===== src/source/dma_settings.svh =====
`ifndef DMA_SETTINGS_SVH
`define DMA_SETTINGS_SVH

// one flit is one bus data word
`define DMA_FLIT_BITS 512

// packet and descriptor FIFOs
`define DMA_FIFO_DEPTH 64

// occupancy must be able to count a full FIFO
`define DMA_FIFO_AWIDTH 7

// ring pointers and ring sizes in the CPU memory
`define DMA_RB_AWIDTH 16

// FPGA-side descriptor fields
`define DMA_QUEUE_BITS 12
`define DMA_SIZE_BITS 16

// largest burst on the bus, in flits
`define DMA_MAX_BURST 8

`endif


===== src/source/flit_fifo.sv =====
`include "dma_settings.svh"

module flit_fifo #(
    parameter int DEPTH  = `DMA_FIFO_DEPTH,
    parameter int DWIDTH = 32
) (
    input  logic                        clk,
    input  logic                        reset,

    input  logic [DWIDTH-1:0]           wr_data,
    input  logic                        wr_en,

    output logic [DWIDTH-1:0]           rd_data,
    input  logic                        rd_en,

    output logic [`DMA_FIFO_AWIDTH-1:0] occup
);

    localparam int PTR_BITS = (DEPTH > 1) ? $clog2(DEPTH) : 1;

    logic [DWIDTH-1:0]   mem [DEPTH];
    logic [PTR_BITS-1:0] wr_ptr;
    logic [PTR_BITS-1:0] rd_ptr;

    // pointers wrap at DEPTH, which need not be a power of two
    function automatic logic [PTR_BITS-1:0] ptr_inc(input logic [PTR_BITS-1:0] ptr);
        if (ptr == PTR_BITS'(DEPTH - 1)) begin
            return '0;
        end
        return ptr + 1'b1;
    endfunction

    always_ff @(posedge clk) begin
        if (wr_en) begin
            mem[wr_ptr] <= wr_data;
        end
    end

    always_ff @(posedge clk) begin
        if (reset) begin
            wr_ptr <= '0;
            rd_ptr <= '0;
            occup  <= '0;
        end else begin
            if (wr_en) begin
                wr_ptr <= ptr_inc(wr_ptr);
            end
            if (rd_en) begin
                rd_ptr <= ptr_inc(rd_ptr);
            end
            case ({wr_en, rd_en})
                2'b10:   occup <= occup + 1'b1;
                2'b01:   occup <= occup - 1'b1;
                default: occup <= occup;
            endcase
        end
    end

    // show-ahead so the head entry is visible before the pop
    assign rd_data = mem[rd_ptr];

    a_no_write_full: assert property (
        @(posedge clk) disable iff (reset)
        wr_en |-> occup != DEPTH
    ) else $error("flit_fifo: write while full");

    a_no_read_empty: assert property (
        @(posedge clk) disable iff (reset)
        rd_en |-> occup != 0
    ) else $error("flit_fifo: read while empty");

endmodule


===== config.mk =====
export PLATFORM = sky130hd
export DESIGN_NAME = flit_fifo
export DESIGN_NICKNAME = d
export VERILOG_FILES = /design/src/source/flit_fifo.sv
export VERILOG_INCLUDE_DIRS = /design/src /design/src/source
export SDC_FILE = /design/constraint.sdc
export NUM_CORES = 2
export LEC_CHECK = 0
export ABC_AREA = 0
export BUFFER_PORTS_ARGS = -buffer_cell sky130_fd_sc_hd__clkbuf_2
export CAP_MARGIN = 20
export CELL_PAD_IN_SITES_DETAIL_PLACEMENT = 1
export CELL_PAD_IN_SITES_GLOBAL_PLACEMENT = 1
export CORE_MARGIN = 2
export CORE_UTILIZATION = 51
export CTS_CLUSTER_SIZE = 12
export DETAILED_ROUTE_END_ITERATION = 10
export PLACE_DENSITY_LB_ADDON = 0.1
export SKIP_LAST_GASP = 1
export SYNTH_ARGS = -nofsm -noshare
export SYNTH_HDL_FRONTEND = slang
export SYNTH_SLANG_ARGS = --single-unit

===== constraint.sdc =====
create_clock -name clk -period 3.6 [get_ports clk]
set_clock_uncertainty 0.1 [all_clocks]
set_input_delay 0.36 -clock clk [delete_from_list [all_inputs] [get_ports clk]]
set_output_delay 0.36 -clock clk [all_outputs]
set_load 0.005 [all_outputs]

== Word-level counts from Yosys, hierarchy flattened ==
Memories as Yosys holds them, arrays and structs flattened. A register that Yosys moved wholly into a read port is not among the register bits.
Index checks and enable logic that the tools add are counted.

* Memory bits (read-only): 0
* Memory bits (writable): 2048
* Output and inout port bits: 39
* Bits in latches: 0
* Logic and storage cells: 28
* Memories kept: 1
* Bits in registers: 19
* Input port bits: 36

* Order comparisons: 0
* Reduce and logical (&&, ||, !) cells: 1
* Muxes and demuxes: 15
* Multipliers: 0
* Bitwise operators: 0
* Shifts and indexed selects: 0
* Add/sub/neg operators: 4
* Equality and inequality tests: 4
* Div/mod/pow operators: 0

{| class="wikitable"
|+ Memory list
! memory !! depth !! bits a word !! rd ports !! clocked after Yosys merged registers in !! wr ports !! line !! source
|-
| mem || 64 || 32 || 1 || 1 || 1 || flit_fifo.sv:21 || <nowiki>logic [DWIDTH-1:0] mem [DEPTH];</nowiki>
|}

{| class="wikitable"
|+ Operators with widths
! cell !! number
|-
| $mux W6 || 6
|-
| $pmux W7 S2 || 1
|-
| $add A6 B1 Y6 const B || 2
|-
| $eq A6 B6 Y1 const B || 2
|-
| $mux W1 || 8
|-
| $add A7 B1 Y7 const B || 1
|-
| $sub A7 B1 Y7 const B || 1
|-
| $eq A2 B1 Y1 const B || 1
|-
| $eq A2 B2 Y1 const B || 1
|-
| $reduce_bool A2 Y1 || 1
|}

== Logic depth before layout (Yosys ltp) ==
* Depth after elaboration: 7
* Depth in mapped cells: 10
* Depth with buffers taken out: 9

== Worst setup path before layout ==
Ideal clock, no wire load.

* Path kind: reg2reg
* From: reg wr_ptr[3]
* To: mem mem[41][0], enable pin
* Period minus slack after synthesis: 3.663 ns
* Path buffers: 1
* Data arrival time: 3.102 ns
* Cell stages (with the launch flop): 5
* Data required time: 3.039 ns
* Setup slack: -0.063 ns
* Setup time: 0.461 ns
* Cells stage by stage: dfxtp_1 -> clkbuf_1 -> and3b_1 -> nand3_1 -> nor3_1

{| class="wikitable"
|+ RTL lines
! item !! line !! source
|-
| from (decl) || flit_fifo.sv:22 || <nowiki>logic [PTR_BITS-1:0] wr_ptr;</nowiki>
|-
| from (signal assigned) || flit_fifo.sv:46 || <nowiki>wr_ptr <= ptr_inc(wr_ptr);</nowiki>
|-
| to (decl) || flit_fifo.sv:21 ||
|}

Straight into the memory's write port.

==> flow_summary_export.csv <==
group,metric,value,unit
status,status,"complete, but fails checks",
status,violations,"negative setup slack",
clock_tree,numCtsBuffers,211,
floorplan,initial_core_util,51.3,%
synthesis,yosysUniqueCellTypes,55,
worst_setup_path,cp_max_fo,13,
synthesis,synthXorXnorAreaFrac,0.122,%
worst_setup_path,worstPathArrival,3.29,ns
min_path,hold_path_depth,1,
synthesis,ys_ff_latch,2073,
timing,tightest_slew,1.14,ns
clock_tree,cts_tree,"built",
layout,stdcell_area,94300,µm²
timing,setup_viol,26,
timing,rsz0062_at_grt,"true",
clock_tree,clkTransAtPathRegs,0.06,ns
worst_setup_path,critPathRequiredTime,3.14,ns
synthesis,synthAdderAreaFrac,0.0793,%
pwr,leakagePower,28.9,nW
synthesis,synth_most_common_cell,"edfxtp_1",
placement,dp_hpwl,122000,µm
routing,vias,39700,
run,maxCapViolCount,0,
worst_setup_path,r2r_cells,4,
global_routing,grt_overflow,0,
clock_tree,cts-root-buf,"clkbuf_16",
clock_tree,cts_max_path_buffers,3,
timing,relSlewSlack,23.9,%
placement,dp_slack,0.246,ns
layout,layout.cells.non_filler,6105,
timing,layout_min_cycle_time,3.75,ns
placement,place_area,83700,µm²
synthesis,synth_edf_count,2048,
timing,fin_setup_tns,-1.18,ns
synthesis,yosysWarningCount,0,
floorplan,die_y,397,µm
floorplan,die-area,158000,µm²
global_routing,grt_pass1_vias,41500,
synthesis,netlist_area,78900,µm²
timing,worst_slack,-0.150,ns
worst_setup_path,end_kind,"output port",
worst_setup_path,reg2reg_from,"wr_ptr[2]",
floorplan,die_w,397,µm
pwr,powerDensity,529,nW/µm²
layout,drive_above_1_share,36.9,%
layout,fin_nets,3942,
pwr,ir_drop,0.500,mV
clock_tree,htreeDepth,4,
global_routing,grt.total_usage,28.9,%
synthesis,synth_simple_gate_area_share,1.73,%
min_path,hp-class,"in -> reg",
timing,slew_viol_final,0,
timing,finalHoldViolCount,0,
worst_setup_path,worstSetupPathType,"reg -> out",
synthesis,ys_top_cells_by_count,"2048 x edfxtp_1, 511 x mux4_2, 148 x o22ai_1",
pwr,p_total,49.9,mW
placement,finalWeightedCongestion,0.789,
synthesis,yosys.area.top_type_share,78.0,%
routing,drtAntennaViolNets,0,
routing,drcViolationCount,0,
worst_setup_path,worstSetupStartpointType,"flop",
global_routing,antenna_found_initial,6,
synthesis,seq_area_frac_synth,78.6,%
global_routing,grt_max_degree,65,
synthesis,avgSynthCellArea,22.9,µm²
synthesis,syn_inst,3446,
layout,area_growth,19.6,%
worst_setup_path,rrSetupSlack,0.71,ns
placement,dp_cells,5597,
synthesis,ys.flop_type,"edfxtp_1",
routing,drt-wirelength-per-cell,37.0,µm
clock_tree,clock-sinks,2073,
timing,period_share,104,%
synthesis,synth_nets,3487,
min_path,holdCritStartpoint,"wr_data[24]",
clock_tree,clk_latency,0.83,ns
synthesis,async_flop_share,0,%
routing,routed_wl,226000,µm
synthesis,synth_compound_gate_area_share,2.71,%
worst_setup_path,r2r_end,"mem[25][21]",
global_routing,grt_pass1_wl,317000,µm
placement,port_buffers,74,
synthesis,yosysTopAreaCell,"edfxtp_1",
synthesis,ys_top_cells_by_area,"edfxtp_1 78%, mux4_2 15%, o22ai_1 1.2%",
floorplan,coreArea,154000,µm²
routing,drt_iter0_drc,4716,
min_path,min_to,"mem[27][24]",
synthesis,muxShareOfSynthArea,15.4,%
timing,fmax,267,MHz
floorplan,rows,144,
floorplan,io_pins,75,
routing,first_pass_iters,5,
routing,avgViaCountPerCell,6.50,
synthesis,synth_top_family_by_area,"multiplexers",
power breakdown:
group / total (mW) / internal [mW] / switching, mW / leakage [nW]
clock network: 20.2 / 11.3 / 8.87 / 3.03
logic: 3.06 / 1.44 / 1.62 / 7.19
registers: 26.7 / 26.6 / 0.0515 / 18.6
total: 49.9 / 39.4 / 10.5 / 28.9
metal layers:
layer | global-route usage (%) | wire [µm] | vias to the layer above
li1 | - | - | 15800
met1 | 41.4 | 90600 | 21700
met2 | 46.8 | 112000 | 1889
met3 | 5.15 | 18300 | 298
met4 | 7.10 | 5090 | 4
met5 | 0 | 21 | -
placed cells by master, fill, tap and decap left out, drive strengths merged, types with 4 or more instances in the layout:
cell type,netlist,layout
nor2,90,90
o21a,11,11
a21oi,31,31
ha,5,5
xor2,9,9
o22a,17,17
and3,5,5
nand2b,13,13
edfxtp,2048,2048
nor4,27,27
o211ai,4,4
o21ai,24,24
nand3b,6,6
mux2i,34,34
a31oi,7,7
dfxtp,25,25
bufbuf,0,9
o221ai,26,26
a211oi,30,30
buf,129,341
inv,4,7
clkinv,0,71
or3,5,5
or2,4,4
dlygate4sd3,0,14
mux2,23,23
clkbuf,68,367
nand2,29,29
nand3,16,16
o22ai,148,148
nor2b,35,35
nor3,25,25
diode,0,4
mux4,511,511
area by class of cell:
cell class                 count  area, µm²
tap                         2044       2560
clock inverter                77        417
antenna                        4       10.0
inverter                       4       15.0
fill                       12400      59500
clock buffer                 292       5800
sequential                  2073      62000
timing repair buffer         439       5550
multi-input combinational   1172      18000
through the flow:
stage                     hold slack (ns)  utilization [%]
after floorplan                     0.359                -
after global placement              0.376             54.4
after detailed placement            0.394             54.4
after CTS                          0.0143             60.6
after global routing               0.0476             61.3
final                              0.0433             61.3
what timing repair did:
action	4_1_cts	5_1_grt
hold endpoints to repair	16	138
setup buffers	68	21
pin swaps	45	39
endpoints found under the setup margin	32	32
resized for setup	329	95
hold buffers	4	10
cloned	30	7
registers in the layout, indices dropped and copies added (netlist names), named ones only:
signal,flops
mem,2048
occup,7
rd_ptr,6
wr_ptr,6
worst max-delay path: stages (launching register included):
cell and delay (ns):
dfxtp_2 0.41, inv_2 0.14, nand3b_1 0.33, buf_6 0.30, o22ai_2 0.13, nor4_4 0.65, o22a_1 0.32, clkbuf_2 0.14
cells by family after synthesis:
group	after synthesis
DFF	2073
xor gates and xnor gates	11
buffers and inverters	201
adders and majority gates	5
AOI/OAI and AO/OA	319
and+or+nand+nor	269
muxes	568
worst max path at each step:
stage	cells after the start	start	slack [ns]	to
6_report	7	flop	-0.15	rd_data[24]
5_1_grt	10	flop	-0.17	rd_data[2]
4_1_cts	10	flop	-0.15	rd_data[11]
3_5_place_dp	9	flop	0.25	rd_data[2]
3_3_place_gp	7	flop	0.28	rd_data[8]
2_1_floorplan	4	wr_ptr[3]	0.52	mem[10][0]
No activity file was read; power rests on OpenSTA's default activity.
