[config.mk]
export PLATFORM = sky130hd
export DESIGN_NAME = dma_write_engine
export DESIGN_NICKNAME = d
export VERILOG_FILES = /design/src/source/dma_pkg.sv /design/src/source/dma_write_engine.sv
export VERILOG_INCLUDE_DIRS = /design/src /design/src/source
export SDC_FILE = /design/constraint.sdc
export NUM_CORES = 2
export LEC_CHECK = 0
export BUFFER_PORTS_ARGS = -buffer_cell sky130_fd_sc_hd__buf_2
export CAP_MARGIN = 25
export CORE_AREA = 4 4 573 575
export CTS_CLUSTER_SIZE = 16
export DETAILED_ROUTE_END_ITERATION = 8
export DIE_AREA = 0 0 577 579
export HOLD_SLACK_MARGIN = 0.15
export PLACE_DENSITY = 0.36
export SLEW_MARGIN = 20
export SYNTH_ARGS = -nofsm -noshare
export SYNTH_HDL_FRONTEND = slang
export SYNTH_SLANG_ARGS = --single-unit
[constraint.sdc]
create_clock -name clk -period 23.3 [get_ports clk]
set_input_delay 3.495 -clock clk [delete_from_list [all_inputs] [get_ports clk]]
set_output_delay 3.495 -clock clk [all_outputs]
set_load 0.01 [all_outputs]
[src/source/dma_settings.svh]
`ifndef DMA_SETTINGS_SVH
`define DMA_SETTINGS_SVH

// one flit is one bus data word
`define DMA_FLIT_BITS 512

// packet and descriptor FIFOs
`define DMA_FIFO_DEPTH 64

// occupancy must be able to count a full FIFO
`define DMA_FIFO_AWIDTH 7

// ring pointers and ring sizes in the CPU memory
`define DMA_RB_AWIDTH 16

// FPGA-side descriptor fields
`define DMA_QUEUE_BITS 12
`define DMA_SIZE_BITS 16

// largest burst on the bus, in flits
`define DMA_MAX_BURST 8

`endif

[src/source/dma_pkg.sv]
`include "dma_settings.svh"

package dma_pkg;

    // one packet flit with its framing flags
    typedef struct packed {
        logic                      sop;
        logic                      eop;
        logic [`DMA_FLIT_BITS-1:0] data;
    } flit_t;

    // one entry per packet, written next to the flits
    typedef struct packed {
        logic [`DMA_QUEUE_BITS-1:0] queue_id;
        logic [`DMA_SIZE_BITS-1:0]  size;
    } pkt_desc_t;

    // completion record as the CPU sees it
    // signal sits in the lowest bits so it lands in byte 0 of the slot
    typedef struct packed {
        logic [`DMA_FLIT_BITS-1-64-`DMA_QUEUE_BITS-1:0] pad;
        logic [`DMA_QUEUE_BITS-1:0]                     queue_id;
        logic [63:0]                                    tail;
        logic                                           signal;
    } cpl_desc_t;

    // a bus data word carries either flit data or a completion record
    typedef union packed {
        logic [`DMA_FLIT_BITS-1:0] raw;
        cpl_desc_t                 cpl;
    } bas_word_u;

endpackage

[src/source/dma_write_engine.sv]
`include "dma_settings.svh"

module dma_write_engine
    import dma_pkg::*;
(
    input  logic                        clk,
    input  logic                        reset,

    // packet FIFO head
    input  flit_t                       flit,
    input  logic [`DMA_FIFO_AWIDTH-1:0] pkt_occup,
    output logic                        pkt_rd_en,

    // descriptor FIFO head
    input  pkt_desc_t                   desc,
    input  logic [`DMA_FIFO_AWIDTH-1:0] dsc_occup,
    output logic                        dsc_rd_en,

    // CPU ring state
    input  logic [`DMA_RB_AWIDTH-1:0]   pkt_head,
    input  logic [`DMA_RB_AWIDTH-1:0]   dsc_head,
    input  logic [63:0]                 pkt_buf_addr,
    input  logic [63:0]                 dsc_buf_addr,
    input  logic [`DMA_RB_AWIDTH-1:0]   pkt_rb_size,
    input  logic [`DMA_RB_AWIDTH-1:0]   dsc_rb_size,

    // PCIe burst master, write side
    input  logic                        bas_waitrequest,
    output logic                        bas_write,
    output logic [63:0]                 bas_address,
    output logic [63:0]                 bas_byteenable,
    output bas_word_u                   bas_writedata,
    output logic [3:0]                  bas_burstcount,

    // tail report
    output logic [`DMA_RB_AWIDTH-1:0]   out_pkt_tail,
    output logic [`DMA_RB_AWIDTH-1:0]   out_dsc_tail,
    output logic                        tail_wr_en,

    output logic [31:0]                 dma_stall_cnt,
    output logic [31:0]                 ring_full_cnt
);

    typedef enum logic [1:0] {
        S_IDLE,
        S_BURST_START,
        S_BURST_CONT,
        S_DSC_WRITE
    } state_t;

    state_t                     state;

    logic [`DMA_RB_AWIDTH-1:0]  pkt_tail;
    logic [`DMA_RB_AWIDTH-1:0]  dsc_tail;
    logic [`DMA_RB_AWIDTH-1:0]  pkt_tail_next;
    logic [`DMA_RB_AWIDTH-1:0]  dsc_tail_next;
    logic [`DMA_RB_AWIDTH-1:0]  pkt_free;
    logic [`DMA_RB_AWIDTH-1:0]  dsc_free;
    logic [`DMA_RB_AWIDTH-1:0]  to_ring_end;
    logic [`DMA_RB_AWIDTH-1:0]  burst_len;

    logic [`DMA_SIZE_BITS-1:0]  missing;
    logic [`DMA_SIZE_BITS-1:0]  cur_size;
    logic [`DMA_QUEUE_BITS-1:0] cur_queue;
    logic [3:0]                 beats_left;

    logic                       space_ok;
    logic                       pkt_avail;
    logic                       want_bus;
    logic                       issue_first;
    logic                       issue_next;
    logic                       issue_cpl;
    cpl_desc_t                  cpl_rec;

    function automatic logic [`DMA_RB_AWIDTH-1:0] ring_inc(
        input logic [`DMA_RB_AWIDTH-1:0] ptr,
        input logic [`DMA_RB_AWIDTH-1:0] size
    );
        if (ptr == size - 1'b1) begin
            return '0;
        end
        return ptr + 1'b1;
    endfunction

    // one slot always stays empty so that full and empty differ
    function automatic logic [`DMA_RB_AWIDTH-1:0] ring_free(
        input logic [`DMA_RB_AWIDTH-1:0] tail,
        input logic [`DMA_RB_AWIDTH-1:0] head,
        input logic [`DMA_RB_AWIDTH-1:0] size
    );
        if (tail >= head) begin
            return size - tail + head - 1'b1;
        end
        return head - tail - 1'b1;
    endfunction

    // every ring slot is one 64-byte line
    function automatic logic [63:0] slot_addr(
        input logic [63:0]                base,
        input logic [`DMA_RB_AWIDTH-1:0] slot
    );
        return base + {{(58 - `DMA_RB_AWIDTH){1'b0}}, slot, 6'b0};
    endfunction

    assign pkt_tail_next = ring_inc(pkt_tail, pkt_rb_size);
    assign dsc_tail_next = ring_inc(dsc_tail, dsc_rb_size);
    assign pkt_free      = ring_free(pkt_tail, pkt_head, pkt_rb_size);
    assign dsc_free      = ring_free(dsc_tail, dsc_head, dsc_rb_size);
    assign to_ring_end   = pkt_rb_size - pkt_tail;

    // the whole remaining packet plus one descriptor must fit
    assign space_ok  = (pkt_free >= `DMA_RB_AWIDTH'(missing)) && (dsc_free != 0);
    assign pkt_avail = (pkt_occup != 0);

    // smallest of missing flits, burst limit and slots before the ring end
    always_comb begin
        burst_len = `DMA_RB_AWIDTH'(`DMA_MAX_BURST);
        if (`DMA_RB_AWIDTH'(missing) < burst_len) begin
            burst_len = `DMA_RB_AWIDTH'(missing);
        end
        if (to_ring_end < burst_len) begin
            burst_len = to_ring_end;
        end
    end

    always_comb begin
        case (state)
            S_BURST_START: want_bus = space_ok && pkt_avail;
            S_BURST_CONT:  want_bus = bas_write || (beats_left != 0 && pkt_avail);
            S_DSC_WRITE:   want_bus = 1'b1;
            default:       want_bus = 1'b0;
        endcase
    end

    assign dsc_rd_en   = (state == S_IDLE) && (dsc_occup != 0) && pkt_avail;
    assign issue_first = (state == S_BURST_START) && !bas_waitrequest && space_ok && pkt_avail;
    assign issue_next  = (state == S_BURST_CONT) && !bas_waitrequest && (beats_left != 0)
                         && pkt_avail;
    assign issue_cpl   = (state == S_DSC_WRITE) && !bas_waitrequest && !bas_write;
    assign pkt_rd_en   = issue_first || issue_next;

    assign bas_byteenable = '1;

    always_comb begin
        cpl_rec          = '0;
        cpl_rec.signal   = 1'b1;
        cpl_rec.tail     = 64'(pkt_tail);
        cpl_rec.queue_id = cur_queue;
    end

    always_ff @(posedge clk) begin
        if (reset) begin
            state         <= S_IDLE;
            bas_write     <= 1'b0;
            missing       <= '0;
            beats_left    <= '0;
            pkt_tail      <= '0;
            dsc_tail      <= '0;
            out_pkt_tail  <= '0;
            out_dsc_tail  <= '0;
            tail_wr_en    <= 1'b0;
            dma_stall_cnt <= '0;
            ring_full_cnt <= '0;
        end else begin
            tail_wr_en <= 1'b0;

            if (want_bus && bas_waitrequest) begin
                dma_stall_cnt <= dma_stall_cnt + 1'b1;
            end
            if (state == S_BURST_START && !space_ok) begin
                ring_full_cnt <= ring_full_cnt + 1'b1;
            end

            case (state)
                S_IDLE: begin
                    if (dsc_rd_en) begin
                        missing <= desc.size;
                        state   <= S_BURST_START;
                    end
                end
                S_BURST_START: begin
                    if (issue_first) begin
                        bas_write  <= 1'b1;
                        beats_left <= 4'(burst_len - 1'b1);
                        missing    <= missing - 1'b1;
                        pkt_tail   <= pkt_tail_next;
                        state      <= S_BURST_CONT;
                    end
                end
                S_BURST_CONT: begin
                    if (issue_next) begin
                        bas_write  <= 1'b1;
                        beats_left <= beats_left - 1'b1;
                        missing    <= missing - 1'b1;
                        pkt_tail   <= pkt_tail_next;
                    end else if (!bas_waitrequest) begin
                        // beat accepted and nothing to follow it yet
                        bas_write <= 1'b0;
                        if (beats_left == 0) begin
                            state <= (missing == 0) ? S_DSC_WRITE : S_BURST_START;
                        end
                    end
                end
                S_DSC_WRITE: begin
                    if (issue_cpl) begin
                        bas_write <= 1'b1;
                    end else if (!bas_waitrequest) begin
                        // completion record accepted, publish both tails
                        bas_write    <= 1'b0;
                        dsc_tail     <= dsc_tail_next;
                        out_pkt_tail <= pkt_tail;
                        out_dsc_tail <= dsc_tail_next;
                        tail_wr_en   <= 1'b1;
                        state        <= S_IDLE;
                    end
                end
                default: state <= S_IDLE;
            endcase
        end
    end

    // bus payload and the current packet's descriptor
    always_ff @(posedge clk) begin
        if (dsc_rd_en) begin
            cur_queue <= desc.queue_id;
            cur_size  <= desc.size;
        end
        if (issue_first) begin
            bas_address    <= slot_addr(pkt_buf_addr, pkt_tail);
            bas_burstcount <= 4'(burst_len);
        end
        if (pkt_rd_en) begin
            bas_writedata.raw <= flit.data;
        end
        if (issue_cpl) begin
            bas_address       <= slot_addr(dsc_buf_addr, dsc_tail);
            bas_burstcount    <= 4'd1;
            bas_writedata.cpl <= cpl_rec;
        end
    end

    // FIFO contents must agree with the descriptor size
    a_first_sop: assert property (
        @(posedge clk) disable iff (reset)
        issue_first && (missing == cur_size) |-> flit.sop
    ) else $error("dma_write_engine: first flit without sop");

    a_last_eop: assert property (
        @(posedge clk) disable iff (reset)
        pkt_rd_en && (missing == 1) |-> flit.eop
    ) else $error("dma_write_engine: last flit without eop");

    a_bus_hold: assert property (
        @(posedge clk) disable iff (reset)
        bas_waitrequest |=> $stable(bas_write) && $stable(bas_address)
                            && $stable(bas_writedata) && $stable(bas_burstcount)
    ) else $error("dma_write_engine: bus changed under waitrequest");

    a_burst_range: assert property (
        @(posedge clk) disable iff (reset)
        bas_write |-> (bas_burstcount >= 1) && (bas_burstcount <= `DMA_MAX_BURST)
    ) else $error("dma_write_engine: burst count out of range");

endmodule

* Word-level counts from Yosys, hierarchy flattened
Index checks and enable logic that the tools add are counted.
Word-level totals: register bits 728, output and inout port bits 744, logic and storage cells 139
Cells by class: add/sub/neg operators 21, order comparisons 5, equal/unequal tests 13, multiplexer cells 44, bitwise operators 3, reductions and logical operators 38
Operator list (count):
- 16-bit 2-to-1 mux | 14
- 77-bit 2-to-1 mux | 2
- 64-bit by 22-bit adder with 64-bit output | 2
- 64-bit 2-to-1 mux | 2
- 16-bit by 1-bit subtractor with 16-bit output (second input constant) | 7
- 32-bit by 1-bit adder with 32-bit output (second input constant) | 2
- 16-bit subtractor | 4
- 16-bit >= comparator | 3
- 16-bit case mux with 3 select lines | 1
- 16-bit by 1-bit adder with 16-bit output (second input constant) | 2
- 16-bit adder | 2
- 16-bit equality test | 2
- 16-bit case mux with 2 select lines | 1
- 16-bit logical NOT | 1
- 16-bit less-than comparator | 1
- 16-bit by 4-bit less-than comparator with 1-bit output (second input constant) | 1
- 2-bit 2-to-1 mux | 8
- 16-bit nonzero test | 1
- 1-bit logical AND | 15
- 2-bit != test (second input constant) | 7
- 7-bit nonzero test | 2
- 4-bit 2-to-1 mux | 3
- 1-bit 2-to-1 mux | 9
- 2-bit case mux with 4 select lines | 1
- other kinds (19) | 31

* Longest topological paths before layout
word-level depth 12, depth in mapped cells 34

* Worst setup path after synthesis
Ideal clock, no wire load.
path kind input-to-output, from in pkt_rb_size[0], to out pkt_rd_en, arrival time 8.872 ns, required time 19.805 ns, path slack 10.933 ns, cell stages on the path 33, cell sequence inv_1 ha_1 inv_1 fa_1 a211oi_1 o21a_1 nor3b_1 o21ai_0 nand2_1 a21oi_1 o21bai_1 a21o_1 a21o_1 xnor2_1 ha_1 inv_1 ha_1 inv_1 or4_1 o311ai_0 a211oi_1 mux2i_1 ha_1 a21o_1 a21oi_1 o21ai_0 nor2_1 inv_1 a31oi_1 buf_4 buf_6 buf_2 inv_1
Between the ends: cells in the longest elaborated chain, start to end 10
RTL lines:
- start, declared | RTL line dma_write_engine.sv:24 | input logic [`DMA_RB_AWIDTH-1:0] pkt_rb_size,
- 16-bit subtractor | RTL line dma_write_engine.sv:92 | return size - tail + head - 1'b1;
- 16-bit adder | RTL line dma_write_engine.sv:92
- 16-bit by 1-bit subtractor with 16-bit output | RTL line dma_write_engine.sv:92
- 16-bit 2-to-1 mux | RTL line dma_write_engine.sv:91 | if (tail >= head) begin
- 16-bit 2-to-1 mux | RTL line dma_write_engine.sv:94 | return head - tail - 1'b1;
- 16-bit >= comparator | RTL line dma_write_engine.sv:112 | assign space_ok = (pkt_free >= `DMA_RB_AWIDTH'(missing)) && (dsc_free != 0);
- 1-bit logical AND | RTL line dma_write_engine.sv:112
- 1-bit logical AND (2 in a row) | RTL line dma_write_engine.sv:136 | assign issue_first = (state == S_BURST_START) && !bas_waitrequest && space_ok && pkt_avail;
- 1-bit logical OR | RTL line dma_write_engine.sv:140 | assign pkt_rd_en = issue_first || issue_next;
- end, declared | RTL line dma_write_engine.sv:12 | output logic pkt_rd_en,
Every way passes these cells. The select of a mux whose other input is x is not followed.

* Worst setup path after layout
Same ends and word-level chain as after synthesis.

==> results.yml <==
floorplanning:
  die_height_um: 579
  initial_utilization_pct: 12.3
  design.core.area_um2: 323000
  die_area_um2: 334000
  die_w_um: 577
  num_rows: 209
  io_pins: 1495
worst_hold_path:
  hp-start: "out_pkt_tail[0]"
  hp-class: "reg2reg"
timing:
  fmax_mhz: 74.9
  finalClockSkew_ns: 0.129
  maxSlewViolCount: 0
  rsz0062_at_grt: "no"
  maxSlewHeadroom_pct: 19.1
  hold_viol_final: 0
  finalSetupTns_ns: 0
  fin_crit_sh_pct: 57.3
  tightestPinTransition_ns: 1.20
  layout_min_cycle_time_ns: 13.35
  final-setup-viol-count: 0
power:
  leakagePower_nw: 26.8
  p_per_area_nw_per_um2: 117
  p_total_mw: 6.39
  ir_drop_uv: 62.7
drt:
  drtPass1Iterations: 6
  num_vias: 38500
  drt_iter0_drc: 2437
  drc: 0
  wl_mm: 290
  drt.antenna.violating_nets: 0
  wl_per_cell_um: 28.5
  viasPerCell: 3.79
synth:
  syn-cell-area_um2: 39600
  ys_top_cells_by_area: "dfxtp_1, mux2i_1, edfxtp_1"
  synth_top_area_share_pct: 31.5
  synth_enable_flop_cells: 104
  yosysTopAreaCell: "dfxtp_1"
  yosys.cell_types.count: 94
  avgSynthCellArea_um2: 9.29
  ys_warn_count: 0
  ys_seq_area_share_pct: 39.4
  ys_async_sr_fraction_pct: 0
  synth_ff_type: "dfxtp_1"
  syn-instance-count: 4264
  synth-seq-cells: 728
setup_path:
  slowest_stage: "or4_1"
  crit_start: "pkt_rb_size[0]"
  path_max_fanout: 4
  worstSetupPathType: "in2out"
  crit_top_cell: "inv_1"
  max_stage_delay_ns: 0.51
  cp.arrival_ns: 9.85
  cp.required_ns: 19.81
  startpoint_type: "input pin"
  r2r-start: "pkt_tail[2]"
  end_kind: "output pin"
grt:
  grtUsageTotal_pct: 16.4
  grt-ovfl-total: 0
  grt_first_pass_wirelength_mm: 365
  grt_pass1_vias: 36600
  antenna_found_initial: 302
  grt_max_degree: 139
placement:
  finalWeightedCongestion: 0.878
  numPortBuffers: 1428
  dpl.hpwl_mm: 249
cells_and_area:
  syn_to_final_growth_pct: 38.4
  fin_nets: 6629
  drive_gt1_share_pct: 30.0
  ff_latch_area_um2: 15600
  final_common_cell: "buf_2"
  multi_input_area_um2: 21400
  mostFrequentLayoutCells: "buf_2, nor2_1, dfxtp_1"
  fill_cells: 36900
flow_run:
  cap_violations: 0
run_status:
  status: "finished clean"
clock_tree:
  post_cts_buffers: 0
  cts_tree: "done"
  cts_root_buf: "clkbuf_16"
  clockBufferDepth: 4
  clkSinkCount: 728
  clkLatencyLatePin_ns: 0.86
  numCtsBuffers: 106
  ctsHoldBuffers: 0
  clkTransAtPathRegs_ns: 0.05
  h-tree-depth: 3
  cts-resized-gates: 0
-- cell type report --
class	count	area share, %
Clock inverter	42	0.826
Clock buffer	149	5.63
Inverter	249	1.70
Tap cell	4325	9.87
Multi-Input combinational cell	3090	39.0
Timing Repair Buffer	1491	14.1
Antenna cell	93	0.424
Sequential cell	728	28.5
-- metal layers --
| metal | global-route usage (%) | part of all wire (%) | vias up |
|---|---|---|---|
| li1 | - | - | 17700 |
| met1 | 20.2 | 41 | 18100 |
| met2 | 22.4 | 39 | 1918 |
| met3 | 10.5 | 15 | 640 |
| met4 | 6.18 | 4.0 | 130 |
| met5 | 1.05 | 0.36 | - |
-- sequential cells by signal (all words and copies together) (netlist names) --
signal and cells:
bas_address 64, bas_burstcount 4, bas_write 1, bas_writedata 512, beats_left 4, cur_queue 12, dma_stall_cnt 32, dsc_tail 16
missing 16, out_pkt_tail 16, pkt_tail 16, ring_full_cnt 32, state 2, tail_wr_en 1
-- path summary, 6_finish.rpt --
path | end | slack (ns) | cells past startpoint
worst max-delay path | pkt_rd_en | 9.95 | 33
worst min-delay path | out_pkt_tail[0] | 0.46 | 2
worst max register to register | bas_writedata[262] | 12.97 | 33
worst min register to register | out_pkt_tail[0] | 0.46 | 2
-- synth_stat cells, types with 9 or more instances --
cell type and n:
nor2b_1 19, and2_1 25, and3_1 45, a31oi_1 16
buf_4 70, buf_2 15, a21o_1 42, a31o_2 9
dfxtp_1 624, and4_1 15, nand2_1 251, xnor2_1 150
ha_1 190, nor2_1 678, xor2_1 102, buf_12 44
nor3_1 71, fa_1 22, inv_1 247, nand3_1 75
nor4_1 32, or4_1 13, o31ai_1 15, or2_2 13
o21ai_1 10, o21a_1 16, edfxtp_1 104, clkbuf_1 128
a2111oi_0 9, nor3b_1 9, a211oi_1 46, o2111ai_1 22
o21ai_0 131, a21oi_1 159, mux2i_1 543, nand4_1 40
o22ai_1 20, nand2b_1 16, or3_1 36, o211ai_1 34
-- report_power, final --
part | switching [mW] | total [mW] | internal [mW]
Clock | 0.693 | 1.68 | 0.988
Combinational | 1.72 | 2.64 | 0.921
Sequential | 0.272 | 2.07 | 1.80
Total | 2.69 | 6.39 | 3.70
-- kinds of logic (layout without fill, tap and decap cells) --
kind of cell / count (synthesis) / in the layout / synth area share (%)
fa+ha+maj: 212 / 212 / 7.11
flops: 728 / 728 / 39.4
simple gates: 1371 / 1371 / 15.8
mux: 547 / 547 / 13.8
xor+xnor: 253 / 253 / 5.63
compound gates: 634 / 634 / 10.7
other cells: 1 / 166 / 0.00946
buf+inv: 518 / 1931 / 7.56
-- per-stage QoR --
step	std cells	area, um2	worst slack, ns	utilization (%)	hold slack, ns
4_1_cts	10100	54500	9.83	16.9	0.457
2_1_floorplan	4336	39900	10.93	-	0.453
3_5_place_dp	9880	51000	9.86	15.8	0.449
6_report	10200	54800	9.95	17.0	0.456
3_3_place_gp	9876	50900	9.81	15.8	0.444
5_1_grt	10100	54700	9.41	16.9	0.475
-- critical path: cells and delay by family --
kind	cells	cell delay, ns
adder cells (fa/ha/maj)	5	1.49
XOR/XNOR	1	0.17
AND/OR/NAND/NOR	4	1.00
multiplexers	1	0.23
AO/OA/AOI/OAI	13	2.49
buffers and inverters	9	0.99
Note: power is estimated with default switching activity, not from simulation.
